==> config.mk <==
export PLATFORM = sky130hd
export DESIGN_NAME = eqPath
export DESIGN_NICKNAME = d
export VERILOG_FILES = /design/src/design/eqPathPkg.sv /design/src/design/gainRegs.sv /design/src/design/adcReader.sv /design/src/design/gainStage.sv /design/src/design/dacWriter.sv /design/src/design/eqPath.sv
export VERILOG_INCLUDE_DIRS = /design/src /design/src/design
export SDC_FILE = /design/constraint.sdc
export NUM_CORES = 1
export LEC_CHECK = 0
export BUFFER_PORTS_ARGS = -buffer_cell sky130_fd_sc_hd__buf_2
export CAP_MARGIN = 20
export CORE_MARGIN = 2
export CORE_UTILIZATION = 45
export CTS_CLUSTER_DIAMETER = 40
export DETAILED_ROUTE_END_ITERATION = 6
export PLACE_DENSITY = 0.65
export SLEW_MARGIN = 20
export SYNTH_ARGS = -nofsm -noshare
export SYNTH_HDL_FRONTEND = slang
export SYNTH_HIERARCHICAL = 1
export SYNTH_SLANG_ARGS = --single-unit
==> constraint.sdc <==
create_clock -name S_AXI_ACLK -period 6.4 [get_ports S_AXI_ACLK]
set_input_delay 0.96 -clock S_AXI_ACLK [delete_from_list [all_inputs] [get_ports S_AXI_ACLK]]
set_output_delay 0.96 -clock S_AXI_ACLK [all_outputs]
set_load 0.01 [all_outputs]
==> src/design/eqPath_config.svh <==
`ifndef EQPATH_CONFIG_SVH
`define EQPATH_CONFIG_SVH

`define SAMPLE_WIDTH      16          // bits per audio sample
`define DAC_WORD_WIDTH    24          // cmd nibble, channel nibble, sample
`define SCK_HALF          2           // system clocks per sck half period
`define SAMPLE_PERIOD     300         // clocks between adc frame starts

`define GAIN_UNITY        16'h4000    // 1.0 in q2.14
`define GAIN_FRAC         14

`define HOST_ADDR_WIDTH   9
`define HOST_DATA_WIDTH   32
`define GAIN_OFFSET       4'hC        // low address nibble of a gain register

`define ADC_CMD_CH0       16'h8000
`define ADC_CMD_CH1       16'hC000
`define DAC_TRANSMIT      4'd3        // write and update

`endif

==> src/design/eqPathPkg.sv <==
`include "eqPath_config.svh"

package eqPathPkg;

    typedef logic [`SAMPLE_WIDTH-1:0]        sample_t;     // offset binary or two's complement
    typedef logic signed [`SAMPLE_WIDTH-1:0] gain_t;       // q2.14, same width as a sample
    typedef logic                            channel_t;
    typedef logic [`DAC_WORD_WIDTH-1:0]      dacWord_t;
    typedef logic [`HOST_ADDR_WIDTH-1:0]     hostAddr_t;
    typedef logic [`HOST_DATA_WIDTH-1:0]     hostData_t;

    // one sample moving down the pipeline with its channel tag
    typedef struct packed {
        channel_t channel;
        sample_t  sample;
    } sampleBeat_t;

    typedef struct packed {
        gain_t ch1;
        gain_t ch0;
    } gainPair_t;

    // shared by both spi masters
    typedef enum logic [1:0] {
        IDLE,
        SHIFT,
        DONE
    } spiState_t;

endpackage

==> src/design/gainRegs.sv <==
`include "eqPath_config.svh"

module gainRegs import eqPathPkg::*; (
    input  logic      S_AXI_ACLK,
    input  logic      S_AXI_ARESETN,
    input  logic      hostWr,
    input  hostAddr_t hostAddr,
    input  hostData_t hostData,
    input  logic      frameDone,
    output gainPair_t activeGains
);

    gainPair_t stagedGains;
    logic      gainHit;                 // host write lands on a gain register

    assign gainHit = hostWr && (hostAddr[3:0] == `GAIN_OFFSET);

    // staging copy, host may write it at any time
    always_ff @(posedge S_AXI_ACLK) begin
        if (!S_AXI_ARESETN) begin
            stagedGains.ch0 <= `GAIN_UNITY;
            stagedGains.ch1 <= `GAIN_UNITY;
        end else if (gainHit) begin
            if (hostAddr[4]) begin      // bit 4 picks the channel
                stagedGains.ch1 <= hostData[`SAMPLE_WIDTH-1:0];
            end else begin
                stagedGains.ch0 <= hostData[`SAMPLE_WIDTH-1:0];
            end
        end
    end

    // Both channels switch at the same frame boundary, so a left/right
    // pair is never processed with a half updated gain set.
    always_ff @(posedge S_AXI_ACLK) begin
        if (!S_AXI_ARESETN) begin
            activeGains.ch0 <= `GAIN_UNITY;
            activeGains.ch1 <= `GAIN_UNITY;
        end else if (frameDone) begin
            activeGains <= stagedGains;
        end
    end

endmodule

==> src/design/adcReader.sv <==
`include "eqPath_config.svh"

module adcReader import eqPathPkg::*; (
    input  logic        S_AXI_ACLK,
    input  logic        S_AXI_ARESETN,
    input  logic        ADC_SDO,
    output logic        ADC_SCK,
    output logic        ADC_SDI,
    output logic        ADC_CONV_CS,
    output logic        sampleValid,
    output sampleBeat_t rawBeat
);

    localparam int PERIOD_W = $clog2(`SAMPLE_PERIOD);
    localparam int DIV_W    = $clog2(`SCK_HALF + 1);
    localparam int BIT_W    = $clog2(`SAMPLE_WIDTH);
    localparam int MSB      = `SAMPLE_WIDTH - 1;

    localparam logic [PERIOD_W-1:0] PERIOD_LAST = PERIOD_W'(`SAMPLE_PERIOD - 1);
    localparam logic [DIV_W-1:0]    DIV_LAST    = DIV_W'(`SCK_HALF - 1);
    localparam logic [BIT_W-1:0]    BIT_LAST    = BIT_W'(`SAMPLE_WIDTH - 1);

    spiState_t             state;
    logic [PERIOD_W-1:0]   periodCnt;
    logic [DIV_W-1:0]      divCnt;
    logic [BIT_W-1:0]      bitCnt;
    sample_t               nextCmd;
    sample_t               cmdShift;
    sample_t               dataShift;
    channel_t              lastCh;      // channel commanded by the previous frame
    channel_t              dataCh;      // tag for the word coming in now
    logic                  frameStart;
    logic                  sckEdge;
    logic                  lastRiseSeen;

    ////////////////////////////////////////////////////////////////////////////
    // sample timer

    always_ff @(posedge S_AXI_ACLK) begin
        if (!S_AXI_ARESETN) begin
            periodCnt <= '0;
        end else if (periodCnt == PERIOD_LAST) begin
            periodCnt <= '0;
        end else begin
            periodCnt <= periodCnt + 1'b1;
        end
    end

    assign frameStart   = (periodCnt == '0) && (state == IDLE);
    assign sckEdge      = (state == SHIFT) && (divCnt == DIV_LAST);
    assign nextCmd      = lastCh ? `ADC_CMD_CH0 : `ADC_CMD_CH1;  // alternate channels
    // first clock of the high half after the final rising edge
    assign lastRiseSeen = (state == SHIFT) && ADC_SCK && (bitCnt == BIT_LAST) && (divCnt == '0);

    ////////////////////////////////////////////////////////////////////////////
    // spi framing

    always_ff @(posedge S_AXI_ACLK) begin
        if (!S_AXI_ARESETN) begin
            state       <= IDLE;
            ADC_CONV_CS <= 1'b1;
            ADC_SCK     <= 1'b0;
            ADC_SDI     <= 1'b0;
            divCnt      <= '0;
            bitCnt      <= '0;
            lastCh      <= 1'b1;        // so the first frame asks for channel 0
            dataCh      <= 1'b1;
        end else begin
            case (state)
                IDLE: begin
                    if (frameStart) begin
                        state       <= SHIFT;
                        ADC_CONV_CS <= 1'b0;
                        ADC_SDI     <= nextCmd[MSB];
                        divCnt      <= '0;
                        bitCnt      <= '0;
                        lastCh      <= ~lastCh;
                        dataCh      <= lastCh;  // adc answers one frame late
                    end
                end
                SHIFT: begin
                    if (divCnt == DIV_LAST) begin
                        divCnt  <= '0;
                        ADC_SCK <= ~ADC_SCK;
                        if (ADC_SCK) begin      // falling edge
                            if (bitCnt == BIT_LAST) begin
                                state       <= DONE;
                                ADC_CONV_CS <= 1'b1;
                                ADC_SDI     <= 1'b0;
                            end else begin
                                bitCnt  <= bitCnt + 1'b1;
                                ADC_SDI <= cmdShift[MSB];
                            end
                        end
                    end else begin
                        divCnt <= divCnt + 1'b1;
                    end
                end
                DONE: begin
                    state <= IDLE;
                end
                default: begin
                    state <= IDLE;
                end
            endcase
        end
    end

    // command goes out on falling edges, sdo comes in on rising edges
    always_ff @(posedge S_AXI_ACLK) begin
        if (frameStart) begin
            cmdShift <= {nextCmd[MSB-1:0], 1'b0};
        end else if (sckEdge && ADC_SCK) begin
            cmdShift <= {cmdShift[MSB-1:0], 1'b0};
        end
        if (sckEdge && !ADC_SCK) begin
            dataShift <= {dataShift[MSB-1:0], ADC_SDO};
        end
    end

    ////////////////////////////////////////////////////////////////////////////
    // sample output

    always_ff @(posedge S_AXI_ACLK) begin
        if (!S_AXI_ARESETN) begin
            sampleValid <= 1'b0;
        end else begin
            sampleValid <= lastRiseSeen;
        end
    end

    always_ff @(posedge S_AXI_ACLK) begin
        if (lastRiseSeen) begin
            rawBeat.channel <= dataCh;
            rawBeat.sample  <= dataShift;   // still offset binary
        end
    end

endmodule

==> src/design/gainStage.sv <==
`include "eqPath_config.svh"

module gainStage import eqPathPkg::*; (
    input  logic        S_AXI_ACLK,
    input  logic        S_AXI_ARESETN,
    input  logic        sampleValid,
    input  sampleBeat_t rawBeat,
    input  gainPair_t   activeGains,
    output logic        scaledValid,
    output sampleBeat_t scaledBeat
);

    localparam int MSB    = `SAMPLE_WIDTH - 1;
    localparam int PROD_W = 2 * `SAMPLE_WIDTH;

    localparam logic signed [PROD_W-1:0] SAT_MAX = PROD_W'((2 ** MSB) - 1);
    localparam logic signed [PROD_W-1:0] SAT_MIN = PROD_W'(-(2 ** MSB));

    logic signed [MSB:0]      signedSample;
    gain_t                    chGain;
    logic signed [PROD_W-1:0] product;
    logic signed [PROD_W-1:0] shifted;
    logic                     prodValid;
    channel_t                 prodCh;
    sample_t                  saturated;

    assign signedSample = {~rawBeat.sample[MSB], rawBeat.sample[MSB-1:0]};  // offset -> 2's comp
    assign chGain       = rawBeat.channel ? activeGains.ch1 : activeGains.ch0;

    ////////////////////////////////////////////////////////////////////////////
    // stage 1, multiply

    always_ff @(posedge S_AXI_ACLK) begin
        if (!S_AXI_ARESETN) begin
            prodValid <= 1'b0;
        end else begin
            prodValid <= sampleValid;
        end
    end

    always_ff @(posedge S_AXI_ACLK) begin
        if (sampleValid) begin
            product <= signedSample * chGain;   // full 32 bit signed product
            prodCh  <= rawBeat.channel;
        end
    end

    ////////////////////////////////////////////////////////////////////////////
    // stage 2, rescale and clamp

    assign shifted = product >>> `GAIN_FRAC;

    always_comb begin
        if (shifted > SAT_MAX) begin
            saturated = SAT_MAX[MSB:0];
        end else if (shifted < SAT_MIN) begin
            saturated = SAT_MIN[MSB:0];
        end else begin
            saturated = shifted[MSB:0];
        end
    end

    always_ff @(posedge S_AXI_ACLK) begin
        if (!S_AXI_ARESETN) begin
            scaledValid <= 1'b0;
        end else begin
            scaledValid <= prodValid;
        end
    end

    always_ff @(posedge S_AXI_ACLK) begin
        if (prodValid) begin
            scaledBeat.channel <= prodCh;
            scaledBeat.sample  <= saturated;
        end
    end

endmodule

==> src/design/dacWriter.sv <==
`include "eqPath_config.svh"

module dacWriter import eqPathPkg::*; (
    input  logic        S_AXI_ACLK,
    input  logic        S_AXI_ARESETN,
    input  logic        scaledValid,
    input  sampleBeat_t scaledBeat,
    output logic        DAC_SCK,
    output logic        DAC_SDI,
    output logic        DAC_CONV_CS,
    output logic        frameDone
);

    localparam int DIV_W    = $clog2(`SCK_HALF + 1);
    localparam int BIT_W    = $clog2(`DAC_WORD_WIDTH);
    localparam int MSB      = `SAMPLE_WIDTH - 1;
    localparam int WORD_MSB = `DAC_WORD_WIDTH - 1;

    localparam logic [DIV_W-1:0] DIV_LAST = DIV_W'(`SCK_HALF - 1);
    localparam logic [BIT_W-1:0] BIT_LAST = BIT_W'(`DAC_WORD_WIDTH - 1);

    spiState_t        state;
    logic [DIV_W-1:0] divCnt;
    logic [BIT_W-1:0] bitCnt;
    dacWord_t         word;
    dacWord_t         wordShift;
    logic             frameStart;
    logic             sckEdge;

    // transmit nibble, channel nibble, sample back in offset binary
    assign word = {`DAC_TRANSMIT, 3'b000, scaledBeat.channel,
                   ~scaledBeat.sample[MSB], scaledBeat.sample[MSB-1:0]};

    assign frameStart = scaledValid && (state == IDLE);    // busy frames drop the beat
    assign sckEdge    = (state == SHIFT) && (divCnt == DIV_LAST);

    ////////////////////////////////////////////////////////////////////////////
    // spi framing

    always_ff @(posedge S_AXI_ACLK) begin
        if (!S_AXI_ARESETN) begin
            state       <= IDLE;
            DAC_CONV_CS <= 1'b1;
            DAC_SCK     <= 1'b0;
            DAC_SDI     <= 1'b0;
            divCnt      <= '0;
            bitCnt      <= '0;
            frameDone   <= 1'b0;
        end else begin
            frameDone <= 1'b0;
            case (state)
                IDLE: begin
                    if (frameStart) begin
                        state       <= SHIFT;
                        DAC_CONV_CS <= 1'b0;
                        DAC_SDI     <= word[WORD_MSB];
                        divCnt      <= '0;
                        bitCnt      <= '0;
                    end
                end
                SHIFT: begin
                    if (divCnt == DIV_LAST) begin
                        divCnt  <= '0;
                        DAC_SCK <= ~DAC_SCK;
                        if (DAC_SCK) begin      // falling edge
                            if (bitCnt == BIT_LAST) begin
                                state       <= DONE;
                                DAC_CONV_CS <= 1'b1;
                                DAC_SDI     <= 1'b0;
                            end else begin
                                bitCnt  <= bitCnt + 1'b1;
                                DAC_SDI <= wordShift[WORD_MSB];
                            end
                        end
                    end else begin
                        divCnt <= divCnt + 1'b1;
                    end
                end
                DONE: begin
                    frameDone <= 1'b1;  // one clock after cs goes high
                    state     <= IDLE;
                end
                default: begin
                    state <= IDLE;
                end
            endcase
        end
    end

    always_ff @(posedge S_AXI_ACLK) begin
        if (frameStart) begin
            wordShift <= {word[WORD_MSB-1:0], 1'b0};
        end else if (sckEdge && DAC_SCK) begin
            wordShift <= {wordShift[WORD_MSB-1:0], 1'b0};
        end
    end

endmodule

==> src/design/eqPath.sv <==
module eqPath import eqPathPkg::*; (
    input  logic      S_AXI_ACLK,
    input  logic      S_AXI_ARESETN,
    input  logic      hostWr,
    input  hostAddr_t hostAddr,
    input  hostData_t hostData,
    input  logic      ADC_SDO,
    output logic      ADC_SCK,
    output logic      ADC_SDI,
    output logic      ADC_CONV_CS,
    output logic      DAC_SCK,
    output logic      DAC_SDI,
    output logic      DAC_CONV_CS
);

    logic        sampleValid;
    sampleBeat_t rawBeat;           // offset binary from the adc
    logic        scaledValid;
    sampleBeat_t scaledBeat;        // two's complement after gain
    logic        frameDone;
    gainPair_t   activeGains;

    gainRegs i_gainRegs (
        .S_AXI_ACLK    (S_AXI_ACLK),
        .S_AXI_ARESETN (S_AXI_ARESETN),
        .hostWr        (hostWr),
        .hostAddr      (hostAddr),
        .hostData      (hostData),
        .frameDone     (frameDone),
        .activeGains   (activeGains)
    );

    adcReader i_adcReader (
        .S_AXI_ACLK    (S_AXI_ACLK),
        .S_AXI_ARESETN (S_AXI_ARESETN),
        .ADC_SDO       (ADC_SDO),
        .ADC_SCK       (ADC_SCK),
        .ADC_SDI       (ADC_SDI),
        .ADC_CONV_CS   (ADC_CONV_CS),
        .sampleValid   (sampleValid),
        .rawBeat       (rawBeat)
    );

    gainStage i_gainStage (
        .S_AXI_ACLK    (S_AXI_ACLK),
        .S_AXI_ARESETN (S_AXI_ARESETN),
        .sampleValid   (sampleValid),
        .rawBeat       (rawBeat),
        .activeGains   (activeGains),
        .scaledValid   (scaledValid),
        .scaledBeat    (scaledBeat)
    );

    dacWriter i_dacWriter (
        .S_AXI_ACLK    (S_AXI_ACLK),
        .S_AXI_ARESETN (S_AXI_ARESETN),
        .scaledValid   (scaledValid),
        .scaledBeat    (scaledBeat),
        .DAC_SCK       (DAC_SCK),
        .DAC_SDI       (DAC_SDI),
        .DAC_CONV_CS   (DAC_CONV_CS),
        .frameDone     (frameDone)
    );

endmodule

==> metrics.txt <==
# TYPE chip_impl_metric gauge
chip_impl_metric{name="clockBufferDepth",unit=""} 2
chip_impl_metric{name="floorplan.die_area",unit="sq um"} 39900
chip_impl_metric{name="placed_cells",unit=""} 2300
chip_impl_metric{name="floorplan.rows",unit=""} 71
chip_impl_metric{name="post_layout_nonfiller_instances",unit=""} 2360
chip_impl_metric{name="place_hpwl",unit="um"} 28000
chip_impl_metric{name="drc_errors",unit=""} 0
chip_impl_metric{name="final_layout_size_suffix_gt1_share",unit="%"} 17.3
chip_impl_metric{name="start_util",unit="%"} 45.8
chip_impl_metric{name="required",unit="ns"} 6.58
chip_impl_info{name="cell_accounting_for_the_most_synthesized_area",value="fa_1"} 1
chip_impl_metric{name="synth.distinct_cells",unit=""} 72
chip_impl_metric{name="netlist_instances",unit=""} 1718
chip_impl_metric{name="synth_edf_count",unit=""} 87
chip_impl_metric{name="p_leak",unit="nW"} 9.00
chip_impl_metric{name="cap_violations",unit=""} 0
chip_impl_metric{name="number_of_antenna_violations_at_the_first_check_in_global_routing",unit=""} 0
chip_impl_metric{name="fin_nets",unit=""} 2225
chip_impl_metric{name="final.setup_skew",unit="ns"} 0.0109
chip_impl_info{name="timing.hold.worst.class",value="register to register"} 1
chip_impl_metric{name="pin_count",unit=""} 51
chip_impl_metric{name="route.antenna.remaining_nets",unit=""} 0
chip_impl_metric{name="synth-compound-area-share",unit="%"} 4.16
chip_impl_metric{name="htree_levels",unit=""} 4
chip_impl_metric{name="max_clock_freq",unit="GHz"} 0.151
chip_impl_metric{name="yosys_warnings",unit=""} 6
chip_impl_info{name="critPathKind",value="register to register"} 1
chip_impl_metric{name="detail_routed_net_length_per_standard_cell",unit="um"} 15.3
chip_impl_metric{name="final_hold_viol_count",unit=""} 0
chip_impl_metric{name="hold_path_depth",unit=""} 0
chip_impl_metric{name="maxSlewViolCount",unit=""} 0
chip_impl_metric{name="path_clk_slew",unit="ns"} 0.07
chip_impl_metric{name="cts.sinks",unit=""} 195
chip_impl_metric{name="violation_count_after_the_first_detailed_routing_iteration",unit=""} 470
chip_impl_metric{name="max_slew.worst_pin.slew",unit="ns"} 1.08
chip_impl_metric{name="die_width",unit="um"} 200
chip_impl_metric{name="grt_overflow",unit=""} 0
chip_impl_metric{name="net_count_after_synthesis",unit=""} 2107
chip_impl_info{name="endpoint_kind",value="register"} 1
chip_impl_info{name="most-common-layout-cells",value="inv_1, fa_1, nand2_1"} 1
chip_impl_metric{name="average_vias_per_placed_instance",unit=""} 4.94
chip_impl_metric{name="crit_arrival",unit="ns"} 6.79
chip_impl_metric{name="dr.pass1.iters",unit=""} 4
chip_impl_info{name="rsz_0062_raised_after_global_routing",value="true"} 1
chip_impl_metric{name="grt_start_max_net_pins",unit=""} 63
chip_impl_metric{name="synth_sequential_area_ratio",unit="%"} 27.7
chip_impl_info{name="synth_top_cells_by_area",value="fa_1, edfxtp_1, dfxtp_1"} 1
chip_impl_metric{name="synth-adder-area-share",unit="%"} 36.3
chip_impl_metric{name="wirelength",unit="um"} 36100
chip_impl_metric{name="final_setup_violation_count",unit=""} 5
chip_impl_metric{name="cts_buffers",unit=""} 17
chip_impl_info{name="run_status",value="complete, but fails checks"} 1
chip_impl_info{name="cts_tree",value="yes"} 1
chip_impl_metric{name="syn2layout_area_growth",unit="%"} 15.8
chip_impl_metric{name="synth_area_per_cell",unit="sq um"} 10.0
chip_impl_info{name="synth_top_flop_cell",value="dfxtp_1"} 1
chip_impl_metric{name="synth-xor-area-share",unit="%"} 1.57
chip_impl_metric{name="finalWorstSetupSlack",unit="ns"} -0.210
chip_impl_metric{name="post-route-min-period",unit="ns"} 6.61
chip_impl_info{name="clockRootBuffer",value="clkbuf_16"} 1
chip_impl_metric{name="synth_mux_area_share",unit="%"} 4.94
chip_impl_metric{name="timing.critical_path.fanout_max",unit=""} 7
chip_impl_metric{name="synth_seq_cells",unit=""} 195
chip_impl_metric{name="grt_use_total",unit="%"} 19.5
chip_impl_info{name="layout.cells.most_common",value="inv_1"} 1
chip_impl_metric{name="clk_latency",unit="ns"} 0.44
chip_impl_metric{name="synth_simple_gate_area_share",unit="%"} 17.0
chip_impl_metric{name="vias",unit=""} 11669
chip_impl_metric{name="port_buffers",unit=""} 30
chip_impl_info{name="violations",value="setup timing"} 1
chip_impl_metric{name="synth_async_sr_flop_share",unit="%"} 0
chip_impl_metric{name="n_antenna_cell",unit=""} 0
chip_impl_metric{name="power_per_standard_cell_area",unit="nW/um^2"} 120
chip_impl_metric{name="layout_worst_path_cycle_share",unit="%"} 103
chip_impl_metric{name="chipHeight",unit="um"} 200
chip_impl_info{name="combinational_family_with_the_most_area_after_synthesis",value="adder cells"} 1
chip_impl_metric{name="globalplace.congestion",unit=""} 0.831
chip_impl_metric{name="power.ir.vdd_worst",unit="uV"} 154
chip_impl_metric{name="synthesis.area",unit="sq um"} 17200
chip_impl_info{name="worstSetupStartpointType",value="register"} 1
chip_impl_metric{name="max-slew-margin-rel",unit="%"} 27.9
chip_impl_metric{name="first_global_vias",unit=""} 12395
chip_impl_metric{name="reg2regPathDepth",unit=""} 24
chip_impl_metric{name="setup_tns",unit="ns"} -0.780
chip_impl_metric{name="post-synth-top-area-fraction",unit="%"} 30.3
chip_impl_metric{name="grt_pass1_wl",unit="um"} 61000
chip_impl_metric{name="cts-hold-fix-buffers",unit=""} 0
chip_impl_metric{name="core_area",unit="sq um"} 37700
-- state kept, by name, indices dropped and copies added, names as in the netlist, 2 cells and up --
name                    flops
i_adcReader/dataShift      16
i_dacWriter/bitCnt          5
i_adcReader/bitCnt          4
i_gainStage/product        18
i_adcReader/divCnt          2
i_dacWriter/state           2
i_adcReader/state           2
i_dacWriter/wordShift      23
i_adcReader/rawBeat        17
i_adcReader/periodCnt       9
i_gainRegs/activeGains     32
i_gainStage/scaledBeat     17
i_dacWriter/divCnt          2
i_gainRegs/stagedGains     32
-- critical path, cell delays in order, from the launching register on --
cell and delay (ns):
edfxtp_1 0.43, buf_8 0.18, mux2i_4 0.21, buf_6 0.13, buf_4 0.13, buf_4 0.14
or2_4 0.25, fa_1 0.53, inv_1 0.07, fa_2 0.56, fa_1 0.43, fa_1 0.46
fa_1 0.50, inv_1 0.05, fa_1 0.57, inv_1 0.09, ha_4 0.29, o21ai_1 0.07
a21oi_2 0.30, o2bb2ai_4 0.18, a21oi_4 0.05, a2111oi_4 0.34, buf_4 0.20, nor2_2 0.04
xnor2_1 0.14
-- power by group --
part | total, mW | internal [mW] | switching (mW)
sequential | 1.32 | 1.31 | 0.0118
clock | 1.01 | 0.541 | 0.471
combinational | 0.0751 | 0.0318 | 0.0434
total | 2.40 | 1.88 | 0.526
-- final timing paths --
| check | start | slack (ns) | to |
|---|---|---|---|
| worst max-delay path | i_adcReader/rawBeat[16] | -0.21 | i_gainStage/product[29] |
| worst min register to register | i_adcReader/dataShift[15] | 0.42 | i_adcReader/rawBeat[15] |
| worst min-delay path | i_adcReader/dataShift[15] | 0.42 | i_adcReader/rawBeat[15] |
| worst max register to register | i_adcReader/rawBeat[16] | -0.21 | i_gainStage/product[29] |
-- routing by layer --
metal	GRT usage [%]	part of all wire [%]	wire, um
met5	0	0	0
met4	6.34	2.5	911
met3	2.82	2.6	950
met2	33.9	51	18200
met1	25.1	44	16000
-- cell families after synthesis --
group	after synthesis
simple gates	589
buf+inv	368
fa+ha+maj	344
flops	195
compound gates	107
mux	84
xor+xnor	31
-- stage by stage --
step                      power [mW]  setup WS (ns)  hold slack [ns]  utilization [%]  instance area [sq um]
after floorplan                 1.39        -0.0470            0.400                -                  17300
after global routing            2.49         -0.411            0.430             53.0                  20000
after CTS                       2.43         -0.148            0.424             51.8                  19500
after detailed placement        1.42         -0.415            0.406             49.5                  18600
final                           2.40         -0.210            0.423             53.0                  20000
after global placement          1.42         -0.300            0.401             49.5                  18600
-- Yosys cell counts, types with 9 or more instances --
| library cell | n |
|---|---|
| edfxtp_1 | 87 |
| mux2_2 | 9 |
| o21ai_0 | 12 |
| nor2b_1 | 117 |
| xnor2_1 | 23 |
| or2_2 | 12 |
| nand2_1 | 237 |
| dfxtp_1 | 108 |
| ha_1 | 83 |
| a21oi_1 | 44 |
| clkbuf_1 | 55 |
| fa_1 | 261 |
| nor2_1 | 88 |
| mux2i_1 | 75 |
| and2_1 | 44 |
| nand3_1 | 21 |
| inv_1 | 299 |
| nand2b_1 | 21 |
-- repair_timing --
item,CTS,global route
buffers inserted,9,17
pin swaps,25,60
gates cloned,2,0
endpoints found under the setup margin,12,12
gates resized for setup,51,77
-- final cells by class --
cell class / instances / area (sq um)
Tap cell: 511 / 639
Fill cell: 3369 / 17700
Clock buffer: 21 / 440
Multi-Input combinational cell: 1156 / 11500
Clock inverter: 11 / 108
Sequential cell: 195 / 4780
Inverter: 300 / 1130
Timing Repair Buffer: 166 / 1320
Power figures use the tool's default switching activity.
